`src/design/cdp_defs.svh`:
```
`ifndef CDP_DEFS_SVH
`define CDP_DEFS_SVH

// Debug access scan chain geometry
`define CDP_DR_WIDTH    36           // Result 32 plus ACK 4
`define CDP_ADDR_WIDTH  5            // Register address on the bus
`define CDP_DATA_WIDTH  32           // Bus data word
`define CDP_NR_SLAVES   4            // One select line each

// Instruction register
`define CDP_IR_WIDTH    4
`define CDP_IR_JDPACC   4'b1010      // ID chain, also the reset IR
`define CDP_IR_CDPACC   4'b1011      // Debug register access chain

// Word loaded into the JDPACC chain at Capture-DR
`define CDP_JDP_ID      36'h0_4ba0_0477

`endif

```
`src/design/cdp_pkg.sv`:
```
package cdp_pkg;

    `include "cdp_defs.svh"

    // Register opcode in the CDPACC update word
    typedef enum logic [2:0] {
        OP_SELECT = 3'd0,            // Slave number
        OP_TADDR  = 3'd1,            // Target register address
        OP_DTR    = 3'd2             // Data, starts a transfer
    } cdp_op_e;

    typedef enum logic [3:0] {
        ACK_OK      = 4'b0000,
        ACK_BUSY    = 4'b0001,       // Transfer still outstanding
        ACK_NOSLAVE = 4'b0010        // SELECT beyond slave count
    } cdp_ack_e;

    // CDPACC word, bit 0 leaves on TDO first
    typedef union packed {
        struct packed {
            logic [`CDP_DATA_WIDTH-1:0] data;
            cdp_op_e                    op;
            logic                       wr;     // Bit 0
        } upd;                                  // Shifted in for Update-DR
        struct packed {
            logic [`CDP_DATA_WIDTH-1:0] result;
            cdp_ack_e                   ack;    // Bits 3:0
        } cap;                                  // Loaded at Capture-DR
    } cdp_dr_u;

    typedef struct packed {
        logic [`CDP_DATA_WIDTH-1:0] data;
        cdp_op_e                    op;
        logic                       wr;
    } cdp_cmd_t;

    typedef struct packed {
        logic [`CDP_NR_SLAVES-1:0]  sel;        // One-hot slave select
        logic                       wr;         // High for write
        logic [`CDP_ADDR_WIDTH-1:0] addr;
        logic [`CDP_DATA_WIDTH-1:0] wdata;
    } memi_req_t;

endpackage

```
`src/design/jtag_pkg.sv`:
```
package jtag_pkg;

    // IEEE 1149.1 controller states
    typedef enum logic [3:0] {
        TAP_RESET,                   // Test-Logic-Reset
        TAP_IDLE,                    // Run-Test/Idle
        TAP_SELECT_DR,
        TAP_CAPTURE_DR,
        TAP_SHIFT_DR,
        TAP_EXIT1_DR,
        TAP_PAUSE_DR,
        TAP_EXIT2_DR,
        TAP_UPDATE_DR,
        TAP_SELECT_IR,
        TAP_CAPTURE_IR,
        TAP_SHIFT_IR,
        TAP_EXIT1_IR,
        TAP_PAUSE_IR,
        TAP_EXIT2_IR,
        TAP_UPDATE_IR
    } tap_state_t;

    // Levels decoded from state and IR
    typedef struct packed {
        logic sel_jdpacc;            // IR holds JDPACC
        logic sel_cdpacc;            // IR holds CDPACC
        logic capture_dr;
        logic shift_dr;
        logic update_dr;
        logic logic_reset;           // In Test-Logic-Reset
    } tap_ctl_t;

endpackage

```
`src/design/cdp_cmd_regs.sv`:
```
`timescale 1ns/1ps
`include "cdp_defs.svh"

module cdp_cmd_regs import cdp_pkg::*; (
    input  logic                       tck,
    input  logic                       memi_rst,
    input  logic                       cmd_valid,
    input  cdp_cmd_t                   cmd,
    input  logic                       busy,     // Transfer outstanding
    input  logic                       done,     // Transfer finished
    input  logic [`CDP_DATA_WIDTH-1:0] rdata,
    output logic                       start,    // Same cycle as cmd_valid
    output memi_req_t                  req,
    output cdp_dr_u                    cap
);

    logic [`CDP_DATA_WIDTH-1:0] select_q;        // Slave number
    logic [`CDP_ADDR_WIDTH-1:0] taddr_q;         // Target register
    logic [`CDP_DATA_WIDTH-1:0] dtr_q, dtr_d;    // Data transfer register
    logic [`CDP_DATA_WIDTH-1:0] result_q;        // Last read result
    cdp_ack_e                   ack_q;
    logic                       rd_pend;         // Outstanding transfer is a read
    logic                       dtr_cmd, dtr_wr, slave_ok;
    logic [`CDP_NR_SLAVES-1:0]  sel_dec;

    assign dtr_cmd  = cmd_valid && (cmd.op == OP_DTR);
    assign dtr_wr   = dtr_cmd && !busy;              // Dropped while busy
    assign dtr_d    = dtr_wr ? cmd.data : dtr_q;     // Forward new DTR
    assign slave_ok = (select_q < `CDP_NR_SLAVES);
    assign start    = dtr_wr && slave_ok;

    // SELECT to one-hot
    always_comb begin
        for (int i = 0; i < `CDP_NR_SLAVES; i++) begin
            sel_dec[i] = slave_ok && (select_q == i);
        end
    end

    always_comb begin
        req.sel   = sel_dec;
        req.wr    = cmd.wr;
        req.addr  = taddr_q;
        req.wdata = dtr_d;
    end

    always_ff @(posedge tck) begin
        if (cmd_valid && (cmd.op == OP_TADDR)) begin
            taddr_q <= cmd.data[`CDP_ADDR_WIDTH-1:0];
        end
        dtr_q <= dtr_d;
    end

    always_ff @(posedge tck) begin
        if (memi_rst) begin
            select_q <= '0;
            result_q <= '0;
            ack_q    <= ACK_OK;
            rd_pend  <= 1'b0;
        end else begin
            if (cmd_valid && (cmd.op == OP_SELECT)) begin
                select_q <= cmd.data;
            end
            if (start) begin
                rd_pend <= !req.wr;
            end
            if (done) begin
                ack_q <= ACK_OK;
                if (rd_pend) begin
                    result_q <= rdata;                   // Writes keep old result
                end
            end
            if (dtr_cmd && busy) begin
                ack_q <= ACK_BUSY;                       // Overrides done
            end else if (dtr_cmd && !slave_ok) begin
                ack_q <= ACK_NOSLAVE;
            end
        end
    end

    // Live BUSY while a transfer runs
    always_comb begin
        cap.cap.result = result_q;
        cap.cap.ack    = busy ? ACK_BUSY : ack_q;
    end

endmodule

```
`src/design/cdp_scan_chain.sv`:
```
`timescale 1ns/1ps
`include "cdp_defs.svh"

module cdp_scan_chain import jtag_pkg::*; import cdp_pkg::*; (
    input  logic     tck,
    input  logic     memi_rst,
    input  logic     tdi,
    input  tap_ctl_t ctl,
    input  cdp_dr_u  cap,            // Result and ACK from register stage
    output logic     dr_tdo,
    output logic     cmd_valid,      // One cycle after Update-DR
    output cdp_cmd_t cmd
);

    logic [`CDP_DR_WIDTH-1:0] jdp_sr;  // JDPACC chain
    cdp_dr_u                  cdp_sr;  // CDPACC chain
    logic                     byp_sr;  // One-bit BYPASS chain
    logic                     sel_byp; // Any other instruction
    logic                     cdp_upd; // Update-DR on CDPACC

    assign sel_byp = !ctl.sel_jdpacc && !ctl.sel_cdpacc;
    assign cdp_upd = ctl.sel_cdpacc && ctl.update_dr;

    // JDPACC captures the ID word
    always_ff @(posedge tck) begin
        if (memi_rst || ctl.logic_reset) begin
            jdp_sr <= '0;
        end else if (ctl.sel_jdpacc) begin
            if (ctl.capture_dr) begin
                jdp_sr <= `CDP_JDP_ID;
            end else if (ctl.shift_dr) begin
                jdp_sr <= {tdi, jdp_sr[`CDP_DR_WIDTH-1:1]}; // Shift toward bit 0
            end
        end
    end

    // CDPACC captures result and ACK
    always_ff @(posedge tck) begin
        if (memi_rst || ctl.logic_reset) begin
            cdp_sr <= '0;
        end else if (ctl.sel_cdpacc) begin
            if (ctl.capture_dr) begin
                cdp_sr <= cap;                          // Cap view
            end else if (ctl.shift_dr) begin
                cdp_sr <= {tdi, cdp_sr[`CDP_DR_WIDTH-1:1]};
            end
        end
    end

    always_ff @(posedge tck) begin
        if (memi_rst || ctl.logic_reset) begin
            byp_sr <= 1'b0;
        end else if (sel_byp) begin
            if (ctl.capture_dr) begin
                byp_sr <= 1'b0;                         // Bypass captures zero
            end else if (ctl.shift_dr) begin
                byp_sr <= tdi;
            end
        end
    end

    // Command strobe
    always_ff @(posedge tck) begin
        if (memi_rst || ctl.logic_reset) begin
            cmd_valid <= 1'b0;
        end else begin
            cmd_valid <= cdp_upd;
        end
    end

    always_ff @(posedge tck) begin
        if (cdp_upd) begin
            cmd <= cdp_sr.upd;                          // Upd view
        end
    end

    always_comb begin
        if (ctl.sel_jdpacc) begin
            dr_tdo = jdp_sr[0];
        end else if (ctl.sel_cdpacc) begin
            dr_tdo = cdp_sr[0];
        end else begin
            dr_tdo = byp_sr;
        end
    end

endmodule

```
`src/design/jtag_debug_bridge.sv`:
```
`timescale 1ns/1ps
`include "cdp_defs.svh"

module jtag_debug_bridge import jtag_pkg::*; import cdp_pkg::*; (
    input  logic                       tck,
    input  logic                       memi_rst,
    input  logic                       tms,
    input  logic                       tdi,
    output logic                       tdo,
    output memi_req_t                  memi_bus,     // sel addr wr wdata
    input  logic                       memi_ready,
    input  logic [`CDP_DATA_WIDTH-1:0] memi_rdata
);

    tap_ctl_t                   ctl;                 // TAP levels
    logic                       dr_tdo;
    logic                       cmd_valid;
    cdp_cmd_t                   cmd;
    cdp_dr_u                    cap;                 // Capture word
    logic                       start;
    memi_req_t                  req;
    logic                       busy;
    logic                       done;
    logic [`CDP_DATA_WIDTH-1:0] rdata;               // Sampled read data

    tap_ctrl u_tap (
        .tck      (tck),
        .memi_rst (memi_rst),
        .tms      (tms),
        .tdi      (tdi),
        .dr_tdo   (dr_tdo),
        .tdo      (tdo),
        .ctl      (ctl)
    );

    cdp_scan_chain u_scan (
        .tck       (tck),
        .memi_rst  (memi_rst),
        .tdi       (tdi),
        .ctl       (ctl),
        .cap       (cap),
        .dr_tdo    (dr_tdo),
        .cmd_valid (cmd_valid),
        .cmd       (cmd)
    );

    cdp_cmd_regs u_regs (
        .tck       (tck),
        .memi_rst  (memi_rst),
        .cmd_valid (cmd_valid),
        .cmd       (cmd),
        .busy      (busy),
        .done      (done),
        .rdata     (rdata),
        .start     (start),
        .req       (req),
        .cap       (cap)
    );

    memi_master u_master (
        .tck      (tck),
        .memi_rst (memi_rst),
        .start    (start),
        .req      (req),
        .ready    (memi_ready),
        .rdata_in (memi_rdata),
        .bus      (memi_bus),
        .busy     (busy),
        .done     (done),
        .rdata    (rdata)
    );

endmodule

```
`src/design/memi_master.sv`:
```
`timescale 1ns/1ps
`include "cdp_defs.svh"

module memi_master import cdp_pkg::*; (
    input  logic                       tck,
    input  logic                       memi_rst,
    input  logic                       start,     // One-cycle request strobe
    input  memi_req_t                  req,
    input  logic                       ready,     // Slave ready
    input  logic [`CDP_DATA_WIDTH-1:0] rdata_in,
    output memi_req_t                  bus,
    output logic                       busy,
    output logic                       done,      // Cycle after completion
    output logic [`CDP_DATA_WIDTH-1:0] rdata
);

    logic active;                                 // Some sel line high
    logic held;                                   // Two-cycle minimum met
    logic complete;                               // Last bus cycle

    assign active   = |bus.sel;
    assign complete = active && held && ready;

    // Bus outputs
    always_ff @(posedge tck) begin
        if (memi_rst) begin
            bus <= '0;
        end else if (start) begin
            bus <= req;                           // sel rises next cycle
        end else if (complete) begin
            bus <= '0;                            // Idle bus is all zero
        end
    end

    // Hold count
    always_ff @(posedge tck) begin
        if (memi_rst) begin
            held <= 1'b0;
        end else if (start) begin
            held <= 1'b0;
        end else if (active) begin
            held <= !complete;                    // Set after first sel cycle
        end
    end

    // Busy from start through the done cycle
    always_ff @(posedge tck) begin
        if (memi_rst) begin
            busy <= 1'b0;
            done <= 1'b0;
        end else begin
            done <= complete;
            if (start) begin
                busy <= 1'b1;
            end else if (done) begin
                busy <= 1'b0;
            end
        end
    end

    // Sample read data in completing cycle
    always_ff @(posedge tck) begin
        if (complete) begin
            rdata <= rdata_in;
        end
    end

endmodule

```
`src/design/tap_ctrl.sv`:
```
`timescale 1ns/1ps
`include "cdp_defs.svh"

module tap_ctrl import jtag_pkg::*; (
    input  logic     tck,
    input  logic     memi_rst,
    input  logic     tms,
    input  logic     tdi,
    input  logic     dr_tdo,         // LSB of active data chain
    output logic     tdo,
    output tap_ctl_t ctl
);

    tap_state_t                state, state_nxt;
    logic [`CDP_IR_WIDTH-1:0]  ir_sr;          // IR shift stage
    logic [`CDP_IR_WIDTH-1:0]  ir;             // Active instruction

    always_comb begin
        case (state)
            TAP_RESET:      state_nxt = tms ? TAP_RESET     : TAP_IDLE;
            TAP_IDLE:       state_nxt = tms ? TAP_SELECT_DR : TAP_IDLE;
            TAP_SELECT_DR:  state_nxt = tms ? TAP_SELECT_IR : TAP_CAPTURE_DR;
            TAP_CAPTURE_DR: state_nxt = tms ? TAP_EXIT1_DR  : TAP_SHIFT_DR;
            TAP_SHIFT_DR:   state_nxt = tms ? TAP_EXIT1_DR  : TAP_SHIFT_DR;
            TAP_EXIT1_DR:   state_nxt = tms ? TAP_UPDATE_DR : TAP_PAUSE_DR;
            TAP_PAUSE_DR:   state_nxt = tms ? TAP_EXIT2_DR  : TAP_PAUSE_DR;
            TAP_EXIT2_DR:   state_nxt = tms ? TAP_UPDATE_DR : TAP_SHIFT_DR;
            TAP_UPDATE_DR:  state_nxt = tms ? TAP_SELECT_DR : TAP_IDLE;
            TAP_SELECT_IR:  state_nxt = tms ? TAP_RESET     : TAP_CAPTURE_IR; // Fifth TMS high
            TAP_CAPTURE_IR: state_nxt = tms ? TAP_EXIT1_IR  : TAP_SHIFT_IR;
            TAP_SHIFT_IR:   state_nxt = tms ? TAP_EXIT1_IR  : TAP_SHIFT_IR;
            TAP_EXIT1_IR:   state_nxt = tms ? TAP_UPDATE_IR : TAP_PAUSE_IR;
            TAP_PAUSE_IR:   state_nxt = tms ? TAP_EXIT2_IR  : TAP_PAUSE_IR;
            TAP_EXIT2_IR:   state_nxt = tms ? TAP_UPDATE_IR : TAP_SHIFT_IR;
            TAP_UPDATE_IR:  state_nxt = tms ? TAP_SELECT_DR : TAP_IDLE;
            default:        state_nxt = TAP_RESET;
        endcase
    end

    always_ff @(posedge tck) begin
        if (memi_rst) begin
            state <= TAP_RESET;
        end else begin
            state <= state_nxt;
        end
    end

    always_ff @(posedge tck) begin
        if (memi_rst) begin
            ir_sr <= '0;
            ir    <= `CDP_IR_JDPACC;                  // Default instruction
        end else begin
            case (state)
                TAP_RESET:      ir    <= `CDP_IR_JDPACC;
                TAP_CAPTURE_IR: ir_sr <= {{(`CDP_IR_WIDTH-1){1'b0}}, 1'b1}; // Fixed 0001
                TAP_SHIFT_IR:   ir_sr <= {tdi, ir_sr[`CDP_IR_WIDTH-1:1]};  // LSB first
                TAP_UPDATE_IR:  ir    <= ir_sr;
                default:        ;
            endcase
        end
    end

    // Chain select and state strobes
    always_comb begin
        ctl.sel_jdpacc  = (ir == `CDP_IR_JDPACC);
        ctl.sel_cdpacc  = (ir == `CDP_IR_CDPACC);
        ctl.capture_dr  = (state == TAP_CAPTURE_DR);
        ctl.shift_dr    = (state == TAP_SHIFT_DR);
        ctl.update_dr   = (state == TAP_UPDATE_DR);
        ctl.logic_reset = (state == TAP_RESET);
    end

    assign tdo = (state == TAP_SHIFT_IR) ? ir_sr[0] : dr_tdo; // IR or DR out

endmodule

```
`config.mk`:
```
export PLATFORM = sky130hd
export DESIGN_NAME = jtag_debug_bridge
export DESIGN_NICKNAME = d
export VERILOG_FILES = /design/src/design/cdp_pkg.sv /design/src/design/jtag_pkg.sv /design/src/design/cdp_cmd_regs.sv /design/src/design/cdp_scan_chain.sv /design/src/design/jtag_debug_bridge.sv /design/src/design/memi_master.sv /design/src/design/tap_ctrl.sv
export VERILOG_INCLUDE_DIRS = /design/src /design/src/design
export SDC_FILE = /design/constraint.sdc
export NUM_CORES = 1
export LEC_CHECK = 0
export BUFFER_PORTS_ARGS = -buffer_cell sky130_fd_sc_hd__buf_2
export CORE_MARGIN = 2
export CORE_UTILIZATION = 58
export DETAILED_ROUTE_END_ITERATION = 12
export GPL_ROUTABILITY_DRIVEN = 0
export PLACE_DENSITY = 0.78
export SETUP_SLACK_MARGIN = 0.4
export SLEW_MARGIN = 20
export SYNTH_ARGS = -nofsm -noshare
export SYNTH_HDL_FRONTEND = slang
export SYNTH_SLANG_ARGS = --single-unit
```
`constraint.sdc`:
```
create_clock -name tck -period 6.9 [get_ports tck]
set_input_delay 1.035 -clock tck [delete_from_list [all_inputs] [get_ports tck]]
set_output_delay 1.035 -clock tck [all_outputs]
set_load 0.05 [all_outputs]
```
==> results of run 1 <==
-- synth_stat cells, drive strengths merged, types with 2 or more instances --
library cell,instances,area share (%)
nor3b,2,0.15
edfxtp,73,22
a211oi,4,0.35
nor3,29,1.6
a41o,2,0.20
nand4,4,0.25
o22ai,44,2.8
nand3,30,1.5
nor2b,3,0.19
buf,17,1.1
clkbuf,58,2.2
inv,83,3.2
nor2,58,2.2
a21oi,107,5.4
a221oi,2,0.18
nand2b,10,0.63
a2111oi,4,0.55
mux2i,2,0.20
a22oi,2,0.15
or2,3,0.19
and2,2,0.13
a31oi,2,0.13
nand3b,3,0.23
and4,3,0.27
nand2,228,8.7
a311oi,31,2.8
dfxtp,198,40
o21ai,4,0.20
nor4,10,0.63
-- worst max path at each step --
stage                              start                 to  slack, ps  cells after the start
after detailed placement        memi_rst  u_scan.cdp_sr[28]       3490                      5
final                     u_tap.state[2]                tdo       3470                      5
after CTS                 u_tap.state[2]                tdo       3460                      5
after global routing      u_tap.state[2]                tdo       3290                      5
after global placement          memi_rst  u_scan.jdp_sr[27]       3530                      5
after floorplan           u_tap.state[3]      u_scan.cmd[0]       2100                      3
-- flip-flops by register name, summed over array words and instances, names as in the netlist, 5 cells and up --
| name | flops |
|---|---|
| u_master.bus | 42 |
| u_master.rdata | 32 |
| u_regs.result_q | 32 |
| u_regs.select_q | 32 |
| u_regs.taddr_q | 5 |
| u_scan.cdp_sr | 36 |
| u_scan.cmd | 36 |
| u_scan.jdp_sr | 36 |
-- cells by family after synthesis --
| logic type | synth area share, % |
|---|---|
| buffers and inverters | 6.42 |
| and+or+nand+nor | 17.6 |
| xor gates and xnor gates | 0.0888 |
| muxes | 0.203 |
| AOI/OAI and AO/OA | 13.3 |
| DFF | 62.4 |
-- stage by stage --
step / hold WS, ps / cell area [sq um]
final: 452 / 11200
after global routing: 470 / 11200
after CTS: 452 / 11200
after detailed placement: 444 / 10400
after global placement: 438 / 10300
after floorplan: 430 / 9870
-- power by group through the flow --
stage	Sequential (uW)	Combinational, uW	Clock (uW)
2_1_floorplan	1670	59.9	0
3_3_place_gp	1670	74.6	0
3_5_place_dp	1670	75.4	0
4_1_cts	1640	75.7	1390
5_1_grt	1640	84.3	1470
6_report	1640	76.1	1370
-- final cells by class --
| type | count | area, sq um |
|---|---|---|
| clock inverter | 5 | 31.3 |
| clock buffer | 43 | 816 |
| inverter | 83 | 312 |
| timing repair buffer | 90 | 478 |
| multi-input combinational | 607 | 3130 |
| fill | 1299 | 5380 |
| tap | 220 | 275 |
| sequential | 271 | 6160 |
-- per-layer routing --
layer	track usage (%)	routed length, microns
met1	33.7	9500
met3	3.59	1070
met5	0	0
met4	4.50	282
met2	31.3	8420
-- worst register-to-register path: cells and delay by family, from the launching register on --
kind | cells | cell delay, ps
simple gates | 2 | 520
compound gates | 2 | 640
flops | 1 | 750
buf+inv | 1 | 570
==> impl_metrics.json, run 1 <==
{
  "tightest_slew_ps": 1010,
  "min_from": "u_scan.jdp_sr[3]",
  "period_share_pct": 49.8,
  "holdPathStages": 2,
  "drt_first_pass_iters": 5,
  "intPower_uw": 2460,
  "die_y_microns": 134,
  "cts.sinks": 271,
  "ys_seq_elements": 271,
  "die-area_sq_mm": 0.0181,
  "crit_arrival_ps": 2400,
  "synth-edff-count": 73,
  "crit_required_ps": 5860,
  "status": "completed",
  "path_buf_inv": 2,
  "syn-cell-area_sq_mm": 0.00987,
  "layout-drive-gt1-share_pct": 13.5,
  "ios": 80,
  "numCtsBuffers": 27,
  "critPathTopFamily": "flip-flops",
  "nets": 1117,
  "final_max_slew_viol_count": 0,
  "diodes": 0,
  "final_common_cell": "nand2_1",
  "routed_wl_microns": 19300,
  "vdd_drop_max_mv": 0.220,
  "power.share.sequential_pct": 53.1,
  "p_per_area_mw_per_mm2": 276,
  "grt_util_all_layers_pct": 21.4,
  "rsz0062_at_grt": "false",
  "cpMaxStageDelayCell": "dfxtp_1",
  "p_comb_share_pct": 2.5,
  "setup_viol": 0,
  "fin_util_pct": 67.5,
  "drv_cap": 0,
  "numPlacedInstances": 1271,
  "path_clk_slew_ps": 60,
  "crit_type": "reg2out",
  "endpoint_kind": "output pin",
  "port_buffers": 79,
  "drtIter0Drc": 778,
  "routed_via_density": 5.48,
  "p_total_uw": 3090,
  "std_cell_rows": 47,
  "cts_resized": 0,
  "whs_endpoint": "u_scan.jdp_sr[3]",
  "ant_nets": 0,
  "p_sw_share_pct": 20.4,
  "tns_ps": 0,
  "p_clk_share_pct": 44.5,
  "cts_buffer_depth": 3,
  "yosysWarnings": 0,
  "fmax_mhz": 291,
  "synthArstFlopShare_pct": 0,
  "antenna_found_initial": 0,
  "wl_per_cell_microns": 14.6,
  "dpl.hpwl_microns": 11900,
  "syn2layout_area_growth_pct": 13.5,
  "setup_ws_ps": 3470,
  "final_cell_mix": "228 x nand2_1, 198 x dfxtp_1, 107 x a21oi_1, 82 x inv_1, 79 x buf_2",
  "ys.flop_type": "dfxtp_1",
  "cts_tree": "yes",
  "reg2reg_slack_ps": 4310,
  "hold_violations": 0,
  "htree_levels": 1,
  "cp_max_fo": 16,
  "max_slew_margin_pct": 32.3,
  "start_util_pct": 59.5,
  "hold_class": "reg2reg",
  "fin_cells": 1319,
  "leakage_uw": 0.00385,
  "crit_path_max_incr_delay_ps": 660,
  "worstPathCellList": "inv_1 > and3_1 > a221oi_1 > a31o_2 > buf_2",
  "grt_pass1_vias": 6367,
  "avgSynthCellArea_sq_um": 9.53,
  "dieWidth_microns": 134,
  "core_sq_mm": 0.0166,
  "post-place-ws_ps": 3490,
  "clkLatencyLatePin_ps": 520,
  "grt_max_degree": 73,
  "drcViolationCount": 0,
  "holdBufCountCts": 0,
  "r2r-start": "u_tap.state[0]",
  "num_vias": 7233,
  "yosysSeqAreaShare_pct": 62.4,
  "switching_power_uw": 630,
  "root_buffer": "clkbuf_16",
  "overflow": 0,
  "ff2ff_path_depth": 5,
  "syn-num-nets": 1073,
  "rr_endpoint": "u_scan.cdp_sr[4]",
  "synth_cells": 1036,
  "grt_pass1_wl_microns": 32200,
  "final.setup_skew_ps": 7.37,
  "fin_crit_ps": 3430,
  "synth_cell_type_count": 52,
  "startpoint_type": "register",
  "cts_setup_buffers": 0
}
No activity file was read; power rests on OpenSTA's default activity.
==> run 2, diff against run 1 <==
--- a/config.mk
+++ b/config.mk
@@ -6,6 +6,7 @@
 export SDC_FILE = /design/constraint.sdc
 export NUM_CORES = 1
 export LEC_CHECK = 0
+export ABC_AREA = 1
 export BUFFER_PORTS_ARGS = -buffer_cell sky130_fd_sc_hd__buf_2
 export CORE_MARGIN = 2
 export CORE_UTILIZATION = 58
==> constraint.sdc (replaced) <==
create_clock -name tck -period 3.25 [get_ports tck]
set_input_delay 0.4875 -clock tck [delete_from_list [all_inputs] [get_ports tck]]
set_output_delay 0.4875 -clock tck [all_outputs]
set_load 0.05 [all_outputs]
==> impl_metrics.json, run 2 <==
{
  "period_share_pct": 80.9,
  "ys_seq_elements": 271,
  "drv_cap": 0,
  "syn-num-nets": 1161,
  "synthArstFlopShare_pct": 0,
  "overflow": 0,
  "path_buf_inv": 2,
  "final.setup_skew_ps": 15.5,
  "nets": 1205,
  "dieWidth_microns": 136,
  "crit_top_cell": "a21oi_1",
  "routed_wl_microns": 19100,
  "ios": 80,
  "leakage_uw": 0.00426,
  "cp_max_fo": 8,
  "synth_area_leaders": "dfxtp_1 39%, edfxtp_1 22%, a21oi_1 6.8%",
  "vdd_drop_max_mv": 0.481,
  "syn-cell-area_sq_mm": 0.0100,
  "synth-edff-count": 73,
  "tightest_slew_ps": 1000,
  "drt_first_pass_iters": 5,
  "endpoint_kind": "output pin",
  "dpl.hpwl_microns": 11900,
  "port_buffers": 79,
  "fmax_mhz": 380,
  "clkLatencyLatePin_ps": 530,
  "startpoint_type": "register",
  "ant_nets": 0,
  "num_vias": 7546,
  "synth_cells": 1124,
  "htree_levels": 1,
  "r2r-start": "u_tap.state[0]",
  "grt_util_all_layers_pct": 21.0,
  "numPlacedInstances": 1364,
  "tns_ps": 0,
  "cpMaxStageDelayCell": "dfxtp_1",
  "numCtsBuffers": 27,
  "diodes": 0,
  "ys.flop_type": "dfxtp_1",
  "hold_class": "in2reg",
  "fillers": 1343,
  "yosys.area.top_type": "dfxtp_1",
  "worstPathCellList": "nand2_2 > nor2_2 > inv_1 > nand3_1 > a21oi_1 > a21oi_1 > buf_2",
  "die-area_sq_mm": 0.0184,
  "ff2ff_path_depth": 8,
  "final_cell_mix": "198 x dfxtp_1, 182 x nand2_1, 152 x nor2_1, 137 x a21oi_1, 99 x o21ai_0",
  "hold_violations": 0,
  "die_y_microns": 136,
  "drtIter0Drc": 808,
  "grt_pass1_vias": 6824,
  "syn2layout_area_growth_pct": 12.2,
  "min_from": "memi_rdata[16]",
  "fin_crit_ps": 2630,
  "rsz0062_at_grt": "false",
  "final_max_slew_viol_count": 0,
  "layout-drive-gt1-share_pct": 12.5,
  "fin_cells": 1414,
  "start_util_pct": 58.6,
  "std_cell_rows": 48,
  "antenna_found_initial": 0,
  "yosysSeqAreaShare_pct": 61.3,
  "critPathTopFamily": "flip-flops",
  "routed_via_density": 5.34,
  "cts_buffer_depth": 3,
  "synth_top_cell_area_share_pct": 39.5,
  "crit_path_max_incr_delay_ps": 500,
  "status": "completed",
  "largest_register": "u_master.bus",
  "max_slew_margin_pct": 33.0,
  "synth_cell_type_count": 28,
  "cts.sinks": 271,
  "setup_viol": 0,
  "drcViolationCount": 0,
  "grt_pass1_wl_microns": 31900,
  "path_clk_slew_ps": 60,
  "p_per_area_mw_per_mm2": 572,
  "reg2reg_slack_ps": 970,
  "whs_endpoint": "u_master.rdata[16]",
  "cts_tree": "yes",
  "crit_type": "reg2out",
  "avgSynthCellArea_sq_um": 8.93,
  "root_buffer": "clkbuf_16",
  "cp_num_cells": 7,
  "cts_setup_buffers": 0,
  "rr_endpoint": "u_scan.cdp_sr[21]",
  "synth.most_common_cell": "dfxtp_1",
  "crit_arrival_ps": 2140,
  "wl_per_cell_microns": 13.5,
  "grt_max_degree": 70,
  "largest_reg_flops": 42,
  "yosysWarnings": 0,
  "ys_top_cells_by_count": "198 x dfxtp_1, 182 x nand2_1, 156 x nor2_1, 137 x a21oi_1, 99 x o21ai_0",
  "core_sq_mm": 0.0171,
  "crit_required_ps": 2760,
  "final_common_cell": "dfxtp_1",
  "holdPathStages": 1
}
==> run 2: logic make-up after synthesis <==
kind of cell | share of synthesized area [%]
compound gates | 12.4
buf+inv | 6.25
flops | 61.3
simple gates | 20.0
==> run 2: worst reg2reg max path, cell delays in order, from the launching register on <==
cell and delay, ps:
dfxtp_1 500, nand2_2 160, inv_2 80, nand2_2 60
o21ai_4 100, nand2_2 570, buf_4 440, a21oi_1 170
nor2_1 60
==> run 2: how the worst max path moves through the flow <==
stage | start | to
after global placement | u_tap.state[0] | u_scan.cdp_sr[21]
final | u_tap.state[0] | tdo
after CTS | u_tap.state[0] | tdo
after detailed placement | u_master.done | u_regs.result_q[25]
after global routing | u_tap.state[0] | tdo
after floorplan | u_tap.ir[1] | u_scan.cmd[0]
==> run 2: where the power goes <==
part	internal (uW)	switching, uW
Combinational	36.2	90.3
Sequential	3460	3.60
Clock	1640	1220
Total	5130	1320
==> run 2: layer usage <==
metal	routed length, microns	up-vias	global-route usage (%)	share of wire [%]
met5	0	-	0	0
met1	9390	3460	31.6	49
li1	-	3854	-	-
met3	912	33	3.07	4.8
met4	402	0	6.71	2.1
met2	8390	199	31.6	44
==> run 2: through the flow <==
step	util (%)	total power, uW	area, sq um	setup slack (ps)	hold slack, ps
final	65.8	6450	11300	619	124
after global routing	65.8	6670	11300	485	105
after CTS	65.8	6500	11300	550	104
after detailed placement	61.0	3660	10400	1050	416
after global placement	61.0	3660	10400	1090	413
after floorplan	-	3620	10000	524	408
==> run 2: layout make-up <==
class	instances	area (sq um)	area share, %
tap	225	282	2.50
multi-input combinational	714	3270	29.0
clock inverter	9	60.1	0.533
inverter	65	246	2.19
clock buffer	41	768	6.82
sequential	271	6160	54.6
timing repair buffer	89	483	4.29
==> run 2: timing repair <==
action,in CTS,in global routing
hold buffers,0,0
endpoints found under the setup margin,0,1
gates resized for setup,0,1
==> run 3, diff against run 2 <==
--- a/config.mk
+++ b/config.mk
@@ -9,10 +9,10 @@
 export ABC_AREA = 1
 export BUFFER_PORTS_ARGS = -buffer_cell sky130_fd_sc_hd__buf_2
 export CORE_MARGIN = 2
-export CORE_UTILIZATION = 58
+export CORE_UTILIZATION = 53
 export DETAILED_ROUTE_END_ITERATION = 12
 export GPL_ROUTABILITY_DRIVEN = 0
-export PLACE_DENSITY = 0.78
+export PLACE_DENSITY = 0.75
 export SETUP_SLACK_MARGIN = 0.4
 export SLEW_MARGIN = 20
 export SYNTH_ARGS = -nofsm -noshare
==> constraint.sdc (replaced) <==
create_clock -name tck -period 2.2 [get_ports tck]
set_input_delay 0.33 -clock tck [delete_from_list [all_inputs] [get_ports tck]]
set_output_delay 0.33 -clock tck [all_outputs]
set_load 0.05 [all_outputs]
==> impl_metrics.json, run 3 (synthesized netlist as in run 2, its figures left out) <==
{
  "root_buffer": "clkbuf_16",
  "crit_path_max_incr_delay_ps": 340,
  "max_slew_margin_pct": 66.9,
  "crit_required_ps": 1870,
  "tightest_slew_ps": 496,
  "routed_wl_microns": 19500,
  "fin_crit_ps": 2030,
  "final_common_cell": "dfxtp_1",
  "dieWidth_microns": 142,
  "startpoint_type": "register",
  "hold_class": "in2reg",
  "antenna_found_initial": 0,
  "min_from": "tdi",
  "status": "completed",
  "grt_pass1_vias": 6749,
  "dpl.hpwl_microns": 12100,
  "grt_pass1_wl_microns": 32800,
  "path_buf_inv": 3,
  "drt_first_pass_iters": 5,
  "p_total_uw": 9800,
  "worstPathCellList": "nand2_2 > nor2_4 > inv_2 > buf_4 > nand2_1 > nand3_1 > a21oi_2 > a21oi_2 > buf_6",
  "crit_top_cell": "a21oi_2",
  "fmax_mhz": 492,
  "routed_via_density": 5.20,
  "final_cell_mix": "190 x dfxtp_1, 180 x nand2_1, 148 x nor2_1, 135 x a21oi_1, 99 x o21ai_0",
  "clkLatencyLatePin_ps": 530,
  "vdd_drop_max_mv": 0.568,
  "critPathTopFamily": "buffers and inverters",
  "ios": 80,
  "register_area_sq_mm": 0.00618,
  "largest_reg_flops": 42,
  "drtIter0Drc": 584,
  "die_y_microns": 142,
  "crit_type": "reg2out",
  "largest_register": "u_master.bus",
  "path_clk_slew_ps": 60,
  "htree_levels": 1,
  "num_vias": 7617,
  "crit_arrival_ps": 1700,
  "core_sq_mm": 0.0186,
  "die-area_sq_mm": 0.0201,
  "fillers": 1527,
  "port_buffers": 79,
  "crit_path_start": "u_tap.ir[1]",
  "hold_violations": 0,
  "r2r-start": "u_regs.select_q[6]",
  "period_share_pct": 92.3,
  "numCtsBuffers": 27,
  "grt_util_all_layers_pct": 19.5,
  "p_per_area_mw_per_mm2": 827,
  "syn2layout_area_growth_pct": 18.0,
  "diodes": 0,
  "drcViolationCount": 0,
  "cts_tree": "yes",
  "endpoint_kind": "output pin",
  "final.setup_skew_ps": 11.0,
  "rsz0062_at_grt": "true",
  "wl_per_cell_microns": 13.3,
  "setup_viol": 0,
  "tns_ps": 0,
  "cpMaxStageDelayCell": "dfxtp_2",
  "nets": 1248,
  "overflow": 0,
  "ant_nets": 0,
  "cts.sinks": 271,
  "grt_max_degree": 72,
  "cts_buffer_depth": 3,
  "final_max_slew_viol_count": 0,
  "drv_cap": 0,
  "start_util_pct": 53.8,
  "std_cell_rows": 50,
  "cp_max_fo": 3,
  "layout-drive-gt1-share_pct": 14.9,
  "multiInputGateArea_sq_mm": 0.00333,
  "leakage_uw": 0.00448
}
-- run 3: cell count changes in the layout (fill, tap and decap cells not counted), moves of 4 or more --
cell,before,now
dlygate4sd3_1,0,32
dfxtp_1,198,190
buf_4,9,15
dfxtp_4,0,5
nor2_4,2,7
buf_6,0,4
nor2_1,152,148
-- run 3: report_power, final --
part / leakage, uW / total [uW] / internal (uW) / switching (uW)
clock network: 0.000432 / 4450 / 2660 / 1790
registers: 0.00226 / 5110 / 5100 / 5.12
logic: 0.00179 / 241 / 95.6 / 145
-- run 3: area by class of cell --
| type | count | area share [%] |
|---|---|---|
| Clock inverter | 8 | 0.792 |
| Clock buffer | 41 | 6.57 |
| Inverter | 65 | 2.13 |
| Tap cell | 234 | 2.47 |
| Sequential cell | 271 | 52.2 |
| Multi-Input combinational cell | 714 | 28.1 |
| Timing Repair Buffer | 132 | 7.79 |
-- run 3: worst paths after layout --
check,to,slack (ps),cells after the start
worst max-delay path,tdo,170,9
worst min register to register,u_scan.cmd[1],440,0
worst min-delay path,u_tap.ir_sr[3],90,3
worst max register to register,u_master.bus[7],570,9
-- run 3: layer usage --
layer	wire length [microns]	share of wire, %	global-route usage (%)
met5	0	0	0
met4	337	1.7	5.47
met3	849	4.3	2.33
met2	8290	42	28.7
met1	10100	51	30.3
-- run 3: worst register-to-register path, stage by stage (launching register included) --
cell and delay [ps]:
dfxtp_1 310, nor2_1 100, nand2_1 60, nor2_1 140, nand2_1 120, nor2_4 170, nand2_4 170, buf_4 290
nand3_1 110, nand2_1 60
-- run 3: through the flow --
stage	instances	utilization [%]	area [sq um]	hold WS [ps]	worst slack, ps
2_1_floorplan	1124	-	10100	408	373
3_3_place_gp	1382	56.7	10600	415	452
3_5_place_dp	1382	56.7	10600	423	436
4_1_cts	1465	63.3	11800	78.5	98.9
5_1_grt	1465	63.5	11800	97.8	97.5
6_report	1465	63.5	11800	93.7	169
-- run 3: what timing repair did --
item                                   4_1_cts  5_1_grt
setup endpoints to repair                    1       90
pin swaps                                    2        2
hold buffers                                32        0
endpoints found under the hold margin       32        0
gates resized for setup                     11       17
gates cloned                                 0        0
buffers inserted                             2        0
